==> src/rtl/hf_pcie_pkg.sv <==
// host-side transfer types: completion tag, word index, host address, status, channel
package hf_pcie_pkg;

   typedef logic [7:0]  pcie_tag_t;     // {irq, channel[2:0], rsvd, slot[2:0]}
   typedef logic [5:0]  word_index_t;   // 64-bit word within a block
   typedef logic [63:0] host_addr_t;    // host byte address
   typedef logic [31:0] status_t;       // bytes delivered so far
   typedef logic [2:0]  channel_t;

   localparam int TAG_IRQ_BIT = 7;      // requester wants an interrupt on completion

   // channel field of a completion tag
   function automatic channel_t tag_channel(input pcie_tag_t tag);
      return tag[6:4];
   endfunction

   // reorder slot field of a completion tag
   function automatic logic [2:0] tag_slot(input pcie_tag_t tag);
      return tag[2:0];
   endfunction

endpackage

==> src/rtl/hf_buffer_pkg.sv <==
// card-side storage types: payload word, reorder slot, buffer address, block geometry
package hf_buffer_pkg;

   typedef logic [63:0] data_word_t;    // one completion payload word
   typedef logic [2:0]  slot_t;         // one of eight reorder slots
   typedef logic [8:0]  buf_addr_t;     // {slot, word index}

   localparam int WORDS_PER_BLOCK = 64;
   localparam int BLOCK_BYTES     = 512;

   // requested blocks not yet drained from the RAM
   // kept below 8 so a slot is never reused while it still holds data
   localparam int MAX_OUTSTANDING = 6;

endpackage

==> src/rtl/read_request_gen.sv <==
// read request tag and host address generation with interrupt spacing
`timescale 1ns/100ps

module read_request_gen
   import hf_pcie_pkg::*, hf_buffer_pkg::*;
#(
   parameter channel_t CHANNEL      = 3'd0,
   parameter int       IRQ_INTERVAL = 0      // 0 = no interrupts
) (
   input  logic       clock,
   input  logic       i_arst_n,
   input  host_addr_t i_base_addr,
   input  logic       i_rr_valid,
   input  slot_t      i_rr_slot,
   input  logic       i_rr_ready,
   output logic       o_rr_valid,
   output pcie_tag_t  o_rr_tag,
   output host_addr_t o_rr_addr
);

   logic [31:0] block_count;   // blocks granted so far
   logic [15:0] irq_count;     // position within the interrupt interval
   logic        take;
   logic        irq_due;

   assign take    = i_rr_valid && i_rr_ready;
   assign irq_due = (IRQ_INTERVAL != 0) && (irq_count == 16'(IRQ_INTERVAL - 1));

   always_ff @(posedge clock or negedge i_arst_n) begin
      if (!i_arst_n) begin
         block_count <= '0;
         irq_count   <= '0;
      end else if (take) begin
         block_count <= block_count + 1'b1;
         irq_count   <= irq_due ? '0 : irq_count + 1'b1;   // every IRQ_INTERVAL-th block
      end
   end

   assign o_rr_valid = i_rr_valid;
   assign o_rr_tag   = {irq_due, CHANNEL, 1'b0, i_rr_slot};
   assign o_rr_addr  = i_base_addr + (host_addr_t'(block_count) << $clog2(BLOCK_BYTES));

   a_addr_aligned : assert property (
      @(posedge clock) disable iff (!i_arst_n) o_rr_valid |-> (o_rr_addr[8:0] == '0)
   );

endmodule

==> config.mk <==
export PLATFORM = sky130hd
export DESIGN_NAME = read_request_gen
export DESIGN_NICKNAME = d
export VERILOG_FILES = /design/src/rtl/hf_pcie_pkg.sv /design/src/rtl/hf_buffer_pkg.sv /design/src/rtl/read_request_gen.sv
export SDC_FILE = /design/constraint.sdc
export NUM_CORES = 1
export LEC_CHECK = 0
export BUFFER_PORTS_ARGS = -buffer_cell sky130_fd_sc_hd__buf_4
export CORE_MARGIN = 1
export CORE_UTILIZATION = 50
export CTS_BUF_LIST = sky130_fd_sc_hd__clkbuf_4 sky130_fd_sc_hd__clkbuf_8 sky130_fd_sc_hd__clkbuf_16
export DETAILED_ROUTE_END_ITERATION = 8
export PLACE_DENSITY = 0.84
export REMOVE_ABC_BUFFERS = 1
export SLEW_MARGIN = 10
export SYNTH_ARGS = -nofsm -noshare
export SYNTH_HDL_FRONTEND = slang
export SYNTH_SLANG_ARGS = --single-unit
==> constraint.sdc <==
create_clock -name clock -period 3.9 [get_ports clock]
set_input_delay 0.585 -clock clock [delete_from_list [all_inputs] [get_ports clock]]
set_output_delay 0.585 -clock clock [all_outputs]
set_load 0.005 [all_outputs]
Word-level counts from Yosys, hierarchy flattened
Cells that the tools add are included.
Storage, ports and cells
  flip-flop bits (word level): 32
  output and inout port bits: 73
  word-level logic and storage cells: 4
Operators by class
  $add $sub $neg: 2
  reduce and logical (&&, ||, !) cells: 1
Operator list (number)
  $add A64 B41 Y64: 1
  $add A32 B1 Y32 const B: 1
  $logic_and A1 B1 Y1: 1

Logic depth before layout (Yosys ltp)
Gate-level depths: netlist of the first run.
  word-level depth: 1
  gate-level depth with buffers: 12

Worst setup path after synthesis of the first run
OpenSTA, ideal clock, no wires.
  path kind: input-to-output
  from: input i_base_addr[9]
  to: output o_rr_addr[33]
  data arrival time: 2666 ps
  data required time: 3315 ps
  slack: 649 ps
  stages: 11
  path buffers: 0
  cells stage by stage: ha_1 -> inv_1 -> fa_1 -> nor2b_1 -> o211ai_1 -> a311oi_2 -> a21oi_1 -> o31a_1 -> o221ai_1 -> a21oi_1 -> xnor2_1
On the way
  longest elaborated chain between the ends: 1
Ends and longest elaborated chain
  from (decl): RTL line read_request_gen.sv:12  | input host_addr_t i_base_addr,
  $add A64 B41 Y64: RTL line read_request_gen.sv:41  | assign o_rr_addr = i_base_addr + (host_addr_t'(block_count) << $clog2(BLOCK_BYTES));
  to (decl): RTL line read_request_gen.sv:18  | output host_addr_t o_rr_addr
Every way passes these cells.

Final worst setup path of the first run
Same ends and word-level chain as after synthesis.

==> results of run 1 <==
-- logic make-up (layout without fill, tap and decap cells) --
group	after synthesis	after routing	synth area share, %
muxes	1	1	0.307
DFF	32	32	21.8
and+or+nand+nor	160	160	21.7
xor gates and xnor gates	82	82	19.6
other	1	5	0.102
buffers and inverters	40	138	6.17
adders and majority gates	34	34	11.8
AOI/OAI and AO/OA	102	102	18.5
-- power by group through the flow --
stage,Sequential (W),Combinational [W],Clock [W]
after floorplan,0.000396,0.000293,0
after global placement,0.000406,0.000529,0
after detailed placement,0.000408,0.000553,0
after CTS,0.000401,0.000555,0.000360
after global routing,0.000400,0.000625,0.000376
final,0.000397,0.000569,0.000355
-- area by class of cell --
type	count	area share (%)
clock buffer	7	2.07
clock inverter	1	0.645
inverter	11	0.887
multi-input combinational	384	57.4
sequential	32	17.2
tap	96	2.58
timing repair buffer	119	19.2
-- Yosys cell counts, drive strengths merged (2+ instances only) --
master  number
nor3         9
o211ai       4
and2         2
and3        14
xnor2       59
a21o        11
nand4       14
a31oi        4
nand2       46
dfrtp       32
o21bai       3
nor2        32
nand3       31
o21ai       22
a211oi       5
inv         11
nor2b        3
o21a         5
o31a         3
xor2        23
buf         26
clkbuf       3
and4         4
ha          33
a21oi       35
nor4         2
-- metrics by stage --
step / setup WS (ps) / total power [W] / cells / instance area [µm²]
finish: 243 / 0.00132 / 650 / 4660
global route: 12.2 / 0.00140 / 650 / 4660
CTS: 69.6 / 0.00132 / 649 / 4640
detailed placement: 94.9 / 0.000960 / 641 / 4510
global placement: 206 / 0.000935 / 641 / 4510
floorplan: 635 / 0.000689 / 427 / 3500
-- worst max-delay path, stage by stage --
cell and delay, ps:
buf_4 80, ha_1 170, inv_1 60, fa_1 400
nor2b_1 170, o211ai_1 160, a311oi_2 420, a21oi_2 140
o31a_1 340, o221ai_1 160, a21oi_1 100, xnor2_1 150
buf_4 140
-- worst min-delay path by stage --
stage / to / cells after the start
floorplan: block_count[0] / 0
finish: block_count[26] / 1
detailed placement: block_count[31] / 1
CTS: block_count[13] / 1
global placement: block_count[31] / 1
global route: block_count[11] / 1
-- timing repair --
action | 4_1_cts | 5_1_grt
setup buffers | 0 | 1
resized for setup | 1 | 3
setup endpoints to repair | 3 | 14
pin swaps | 0 | 2
cloned | 0 | 0
-- metal layers --
layer,track usage (%),vias up
li1,-,1799
met1,29.6,1759
met2,51.5,206
met3,6.50,29
met4,10.7,0
met5,0,-
-- placed cells by master (no fill, tap or decap), drive strengths merged, types with 7 or more instances in the layout --
master	count
a21o	11
a21oi	35
and3	14
buf	119
clkbuf	7
dfrtp	32
ha	33
inv	11
nand2	46
nand3	31
nand4	14
nor2	32
nor3	9
o21ai	22
xnor2	59
xor2	23
==> reports/metrics.cfg, run 1 <==
[routing]
drtPass1Iterations = 5
remaining_drc_errors = 0
drt_wl_total_mm = 10.4
wl_met3_um = 819
wl_met1_mm = 3.99
vias = 3793
first_iter_violations = 196
viasPerCell = 5.84
routed-wl-met2_mm = 5.31
highest_layer = met4
detail-route-antenna-nets = 0
wl_per_cell_um = 16.0

[power_and_ir_drop]
p_switching_w = 0.000434
p_leak_nw = 2.20
p_clk_share_pct = 26.9
sw_frac_of_total_pct = 32.9
power_density_mw_per_mm2 = 284
p_int_w = 0.000887
peakVddDrop_uv = 243
p_comb_share_pct = 43.0
power_frac_seq_pct = 30.1

[layout]
regMostFlops = block_count
area_growth_pct = 26.8
largest_reg_flops = 32
insertedDiodeCount = 0
nNetsFinal = 658
n_fill_cell = 584
finish.utilization_pct = 67.1
drive_gt1_share_pct = 25.8
regArea_um2 = 801
multi_input_area_mm2 = 0.00268
largestRegisters = block_count (32)

[placed_design]
io_buffers = 114
place_congestion = 0.945
hpwl_mm = 8.39

[yosys]
synth_area_per_cell_um2 = 8.12
yosysWarnings = 0
synth_top_area_share_pct = 21.8
netlist_top_cells_area = dfrtp_1, xnor2_1, ha_1
synth-async-reset-ratio_pct = 100
syn_area_mm2 = 0.00367
ys_types = 51
yosys.area.top_type = dfrtp_1
synth_seq_cells = 32
ys_seq_area_share_pct = 21.8
synth_edf_count = 0
syn_inst = 452
synth_top_flop_cell = dfrtp_1

[status]
status = completed

[global_routing]
antenna_found_initial = 0
grt_pass1_vias = 3720
grt_pass1_wl_mm = 16.6
grt_usage_pct = 27.5
grt_max_degree = 33
globalRoute.totalOverflow = 0

[sta]
finalHoldViolations = 0
tns_ps = 0
tightest_slew_ps = 749
fin_hold_ws_ps = 237
finalCritPeriodShare_pct = 93.8
setup_viol = 0
rsz0062_at_grt = false
fmax_ghz = 0.273
finClkSkew_ps = 11.1
slew_viol_final = 0
maxSlewHeadroom_pct = 49.7
period_needed_ps = 3660

[setup_path]
reg2reg_slack_ps = 1390
required_ps = 3310
rr_startpoint = block_count[0]
crit_start = i_base_addr[9]
cp_data_arrival_time_ps = 3070
crit_path_end_kind = output port
reg2reg_depth = 8
crit_type = in -> out
crit_path_start_kind = primary input
worstReg2RegEnd = block_count[24]
crit_fanout = 3
critical_path.endpoint = o_rr_addr[33]

[cts]
cts_tree = built
cts.sinks = 32
clk_path_buf_depth = 2
hold_buffers = 0
cts_root_buffer = clkbuf_8
path_clk_slew_ps = 70
h-tree-depth = 2
numCtsBuffers = 5
clk_latency_ps = 290

[worst_hold_path]
hold_class = in -> async

[floorplan]
rows = 30
core-area_mm2 = 0.00694
initial_core_util_pct = 52.9
die_h_um = 87.7
die_w_um = 87.7
num_io_pins = 144
die_area_mm2 = 0.00769

[job]
maxCapViolCount = 0

No activity file was read; power rests on OpenSTA's default activity.
==> run 2: changes to the inputs <==
--- a/config.mk
+++ b/config.mk
@@ -5,9 +5,10 @@
 export SDC_FILE = /design/constraint.sdc
 export NUM_CORES = 1
 export LEC_CHECK = 0
+export ABC_AREA = 1
 export BUFFER_PORTS_ARGS = -buffer_cell sky130_fd_sc_hd__buf_4
 export CORE_MARGIN = 1
-export CORE_UTILIZATION = 50
+export CORE_UTILIZATION = 55
 export CTS_BUF_LIST = sky130_fd_sc_hd__clkbuf_4 sky130_fd_sc_hd__clkbuf_8 sky130_fd_sc_hd__clkbuf_16
 export DETAILED_ROUTE_END_ITERATION = 8
 export PLACE_DENSITY = 0.84
==> reports/metrics.cfg, run 2 <==
[status]
status = completed

[cts]
clk_path_buf_depth = 2
cts_resized = 0
numCtsBuffers = 5
cts.sinks = 32
cts_root_buffer = clkbuf_8
hold_buffers = 0
cts_setup_buffers = 0
h-tree-depth = 2
path_clk_slew_ps = 70
clk_latency_ps = 290
cts_tree = built

[sta]
fin_ws_ps = 580
setup_viol = 0
finClkSkew_ps = 7.56
fin_hold_ws_ps = 220
period_needed_ps = 3320
slew_viol_final = 0
tns_ps = 0
finalCritPeriodShare_pct = 85.1
rsz0062_at_grt = false
finalHoldViolations = 0
fmax_ghz = 0.301

[layout]
layout_common_cells = nand2_1, inv_1, buf_4
largest_reg_flops = 32
drive_gt1_share_pct = 14.1
nNetsFinal = 1337
regMostFlops = block_count
design_area_mm2 = 0.00694
area_growth_pct = 16.9
layout_commonest_cell = nand2_1
largestRegisters = block_count (32)
finish.utilization_pct = 66.9
insertedDiodeCount = 0

[yosys]
syn_area_mm2 = 0.00593
yosys.area.top_type = nand2_1
synth_seq_cells = 32
synth_top_flop_cell = dfrtp_1
ys_seq_area_share_pct = 13.5
synth_edf_count = 0
netlist_top_cells_area = nand2_1, inv_1, dfrtp_1
synthTopCellsByCount = nand2_1, inv_1, nor2_1
yosys.cell_count.top_type = nand2_1
ys_types = 35
syn_inst = 1125
synth_top_area_share_pct = 30.0
synth_area_per_cell_um2 = 5.27
yosysWarnings = 0
synth-async-reset-ratio_pct = 100

[global_routing]
grt_pass1_vias = 6102
grt_max_degree = 33
grt_usage_pct = 33.5
globalRoute.totalOverflow = 0
antenna_found_initial = 0
grt_pass1_wl_mm = 29.5

[floorplan]
initial_core_util_pct = 57.2
num_io_pins = 144
die_w_um = 106
rows = 37
die_h_um = 106
core-area_mm2 = 0.0104
die_area_mm2 = 0.0112

[placed_design]
io_buffers = 114
place_congestion = 1.00
place_area_mm2 = 0.00684
post-place-ws_ps = 762
hpwl_mm = 16.0

[setup_path]
crit_path_end_kind = output port
crit_type = reg -> out
crit_path_start_kind = flop
crit_fanout = 5
required_ps = 3310
rr_startpoint = block_count[0]
cp_data_arrival_time_ps = 2730
reg2reg_depth = 10
reg2reg_slack_ps = 2150
worstReg2RegEnd = block_count[18]

[routing]
wl_per_cell_um = 13.2
drt_wl_total_mm = 18.1
first_iter_violations = 477
vias = 6858
remaining_drc_errors = 0
detail-route-antenna-nets = 0
drtPass1Iterations = 5
viasPerCell = 5.01

[job]
maxCapViolCount = 0

[power_and_ir_drop]
power_density_mw_per_mm2 = 222
peakVddDrop_uv = 372
p_leak_nw = 4.38

[worst_hold_path]
hold_class = in -> async

[run 2: cell types whose count changed after synthesis, moves of 9 or more]
cell	previous run	this run
xor2_1	23	46
nor2_1	32	90
xnor2_1	59	8
nor2_2	0	15
nor3_1	4	13
nand3_1	31	73
o21ai_0	19	2
and3_1	14	0
a21o_1	11	0
nand2_1	46	474
inv_1	11	233
a21oi_1	34	13
inv_2	0	17
[run 2: area by class of cell]
type                            count  area [µm²]
Fill cell                        1063        3430
Multi-Input combinational cell    828        4070
Sequential cell                    32         801
Timing Repair Buffer              114         856
Clock buffer                        7        96.3
Tap cell                          136         170
Inverter                          251         942
[run 2: logic make-up (layout without fill, tap and decap cells)]
logic type                 Yosys count  in the layout  share of synthesized area, %
other                                1              5                        0.0632
adders and majority gates           34             34                          7.30
and+or+nand+nor                    712            712                          50.8
AOI/OAI and AO/OA                   23             23                          2.17
DFF                                 32             32                          13.5
buffers and inverters              269            372                          18.2
xor gates and xnor gates            54             54                          7.97
[run 2: power breakdown]
| part | switching, W | internal, W |
|---|---|---|
| logic | 0.000483 | 0.000359 |
| registers | 0.0000602 | 0.000364 |
| clock network | 0.000115 | 0.000157 |
| total | 0.000658 | 0.000879 |
[run 2: how the worst max path moves through the flow]
stage	depth (start not counted)	slack, ps	to	start
2_1_floorplan	11	1290	o_rr_addr[37]	i_base_addr[9]
3_3_place_gp	13	820	o_rr_addr[37]	i_base_addr[9]
3_5_place_dp	13	760	o_rr_addr[37]	i_base_addr[9]
4_1_cts	12	600	o_rr_addr[37]	block_count[0]
5_1_grt	12	400	o_rr_addr[37]	block_count[0]
6_report	12	580	o_rr_addr[37]	block_count[0]
[run 2: per-stage QoR]
stage	std cells	power [W]
after floorplan	1111	0.000882
after global placement	1361	0.00126
after detailed placement	1361	0.00126
after CTS	1368	0.00154
after global routing	1368	0.00165
final	1368	0.00154
[run 2: layer usage]
layer | up-vias | global-route usage [%] | wire length [µm]
met3 | 35 | 5.44 | 1560
li1 | 3549 | - | -
met2 | 273 | 52.0 | 7760
met4 | 0 | 8.33 | 388
met5 | - | 0 | 0
met1 | 3001 | 48.0 | 8370
[run 2: critical path: stages (launching register included)]
cell and delay (ps):
dfrtp_1 460, ha_1 260, inv_1 70, fa_1 430, inv_1 120, nand2_1 90
a21oi_2 210, nand2_1 80, nand3_1 180, nand3_1 100, nand2_1 80, xor2_1 200
buf_4 150
==> run 3: changes to the inputs <==
--- a/config.mk
+++ b/config.mk
@@ -11,8 +11,9 @@
 export CORE_UTILIZATION = 55
 export CTS_BUF_LIST = sky130_fd_sc_hd__clkbuf_4 sky130_fd_sc_hd__clkbuf_8 sky130_fd_sc_hd__clkbuf_16
 export DETAILED_ROUTE_END_ITERATION = 8
-export PLACE_DENSITY = 0.84
+export PLACE_DENSITY = 0.82
 export REMOVE_ABC_BUFFERS = 1
+export SETUP_SLACK_MARGIN = 0.2
 export SLEW_MARGIN = 10
 export SYNTH_ARGS = -nofsm -noshare
 export SYNTH_HDL_FRONTEND = slang
==> reports/metrics.cfg, run 3 (synthesis results as in run 2) <==
[setup_path]
slowest_stage = dfrtp_1
cp_num_cells = 12
crit_path_end_kind = output port
crit_path_start_kind = flop
critPathTopFamily = adder cells
cpPeakStageDelay_ps = 460
crit_type = reg -> out
required_ps = 3310
crit_start = block_count[0]
crit_fanout = 5
cp_common_cell = nand2_1
cp_data_arrival_time_ps = 2670
path_cells = ha_1 > inv_1 > fa_1 > inv_1 > nand2_1 > a21oi_2 > nand2_1 > nand3_1 > nand3_1 > nand2_1 > xor2_1 > buf_4
path_buf_inv = 3
reg2reg_depth = 10
rr_startpoint = block_count[0]

[routing]
vias = 6890
remaining_drc_errors = 0
drt_wl_total_mm = 18.1
drtPass1Iterations = 5
wl_per_cell_um = 13.2
first_iter_violations = 493
detail-route-antenna-nets = 0
viasPerCell = 5.04

[layout]
n_fill_cell = 1068
regMostFlops = block_count
largestRegisters = block_count (32)
layout_common_cells = nand2_1, inv_1, buf_4
largest_reg_flops = 32
insertedDiodeCount = 0
drive_gt1_share_pct = 14.1
area_growth_pct = 16.6
final_cells = 1368
layout_commonest_cell = nand2_1
nNetsFinal = 1337

[floorplan]
die_h_um = 106
num_io_pins = 144
die_area_mm2 = 0.0112
initial_core_util_pct = 57.2
rows = 37
die_w_um = 106
core-area_mm2 = 0.0104

[global_routing]
globalRoute.totalOverflow = 0
grt_max_degree = 33
grt_pass1_wl_mm = 29.5
antenna_found_initial = 0
grt_usage_pct = 33.2
grt_pass1_vias = 6142

[placed_design]
post-place-ws_ps = 791
hpwl_mm = 15.8
place_congestion = 1.02
io_buffers = 114
dp.cells = 1361

[sta]
fin_hold_ws_ps = 230
slew_viol_final = 0
setup_viol = 0
tns_ps = 0
fmax_ghz = 0.307
rsz0062_at_grt = false
fin_ws_ps = 642
finalCritPeriodShare_pct = 83.5
period_needed_ps = 3260
finalHoldViolations = 0
finClkSkew_ps = 3.96

[cts]
cts_tree = built
path_clk_slew_ps = 60
numCtsBuffers = 5
cts.sinks = 32
h-tree-depth = 2
cts_setup_buffers = 0
clk_latency_ps = 280
cts_resized = 0
clk_path_buf_depth = 2
cts_root_buffer = clkbuf_8
hold_buffers = 0

[power_and_ir_drop]
power_density_mw_per_mm2 = 217
fin_total_pwr_w = 0.00150
peakVddDrop_uv = 302
p_leak_nw = 4.38

[worst_hold_path]
hold_class = in -> async

[job]
maxCapViolCount = 0

[status]
status = completed

## run 3: cell types whose count changed in the layout (fill, tap and decap cells not counted), sizes merged
cell / previous run / this run
clkinv: 1 / 2
clkbuf: 7 / 6
## run 3: worst paths after layout
check	end	slack (ps)
setup / recovery	o_rr_addr[37]	640
hold / removal	block_count[24]	230
setup reg to reg	block_count[18]	2110
hold reg to reg	block_count[20]	520
max in group asynchronous	block_count[8]	3370
min in group clock	block_count[20]	520
## run 3: metal layers
layer	track usage [%]	up-vias	routed length, µm	share of wire [%]
met5	0	-	0	0
met4	7.34	0	306	1.7
met3	4.08	21	1400	7.8
met2	53.5	271	7990	44
met1	47.2	3054	8390	46
li1	-	3544	-	-
## run 3: report_power, final
group	total [W]	internal [W]	switching (W)
Clock	0.000241	0.000128	0.000113
Combinational	0.000837	0.000359	0.000478
Sequential	0.000425	0.000364	0.0000609
## run 3: metrics by stage
step / instance area [µm²] / utilization, %
after floorplan: 5810 / -
after global placement: 6840 / 66.0
after detailed placement: 6840 / 66.0
after CTS: 6920 / 66.7
after global routing: 6920 / 66.7
final: 6920 / 66.7
## run 3: layout make-up
| cell class | count | area [µm²] | share of cell area [%] |
|---|---|---|---|
| multi-input cells | 828 | 4070 | 58.8 |
| well taps | 136 | 170 | 2.46 |
| repair buffers | 114 | 856 | 12.4 |
| clock inverters | 1 | 5.00 | 0.0723 |
| clock buffers | 6 | 76.3 | 1.10 |
| inverters | 251 | 942 | 13.6 |
| flip-flops and latches | 32 | 801 | 11.6 |
## run 3: worst reg2reg max path, stage by stage (launching register included)
cell	delay, ps
dfrtp_1	460
ha_1	230
nand3_2	100
nor2_4	140
nand2_2	90
nor2_4	140
nand2_4	90
nor2_8	160
nand2_2	70
xor2_1	140
inv_1	60
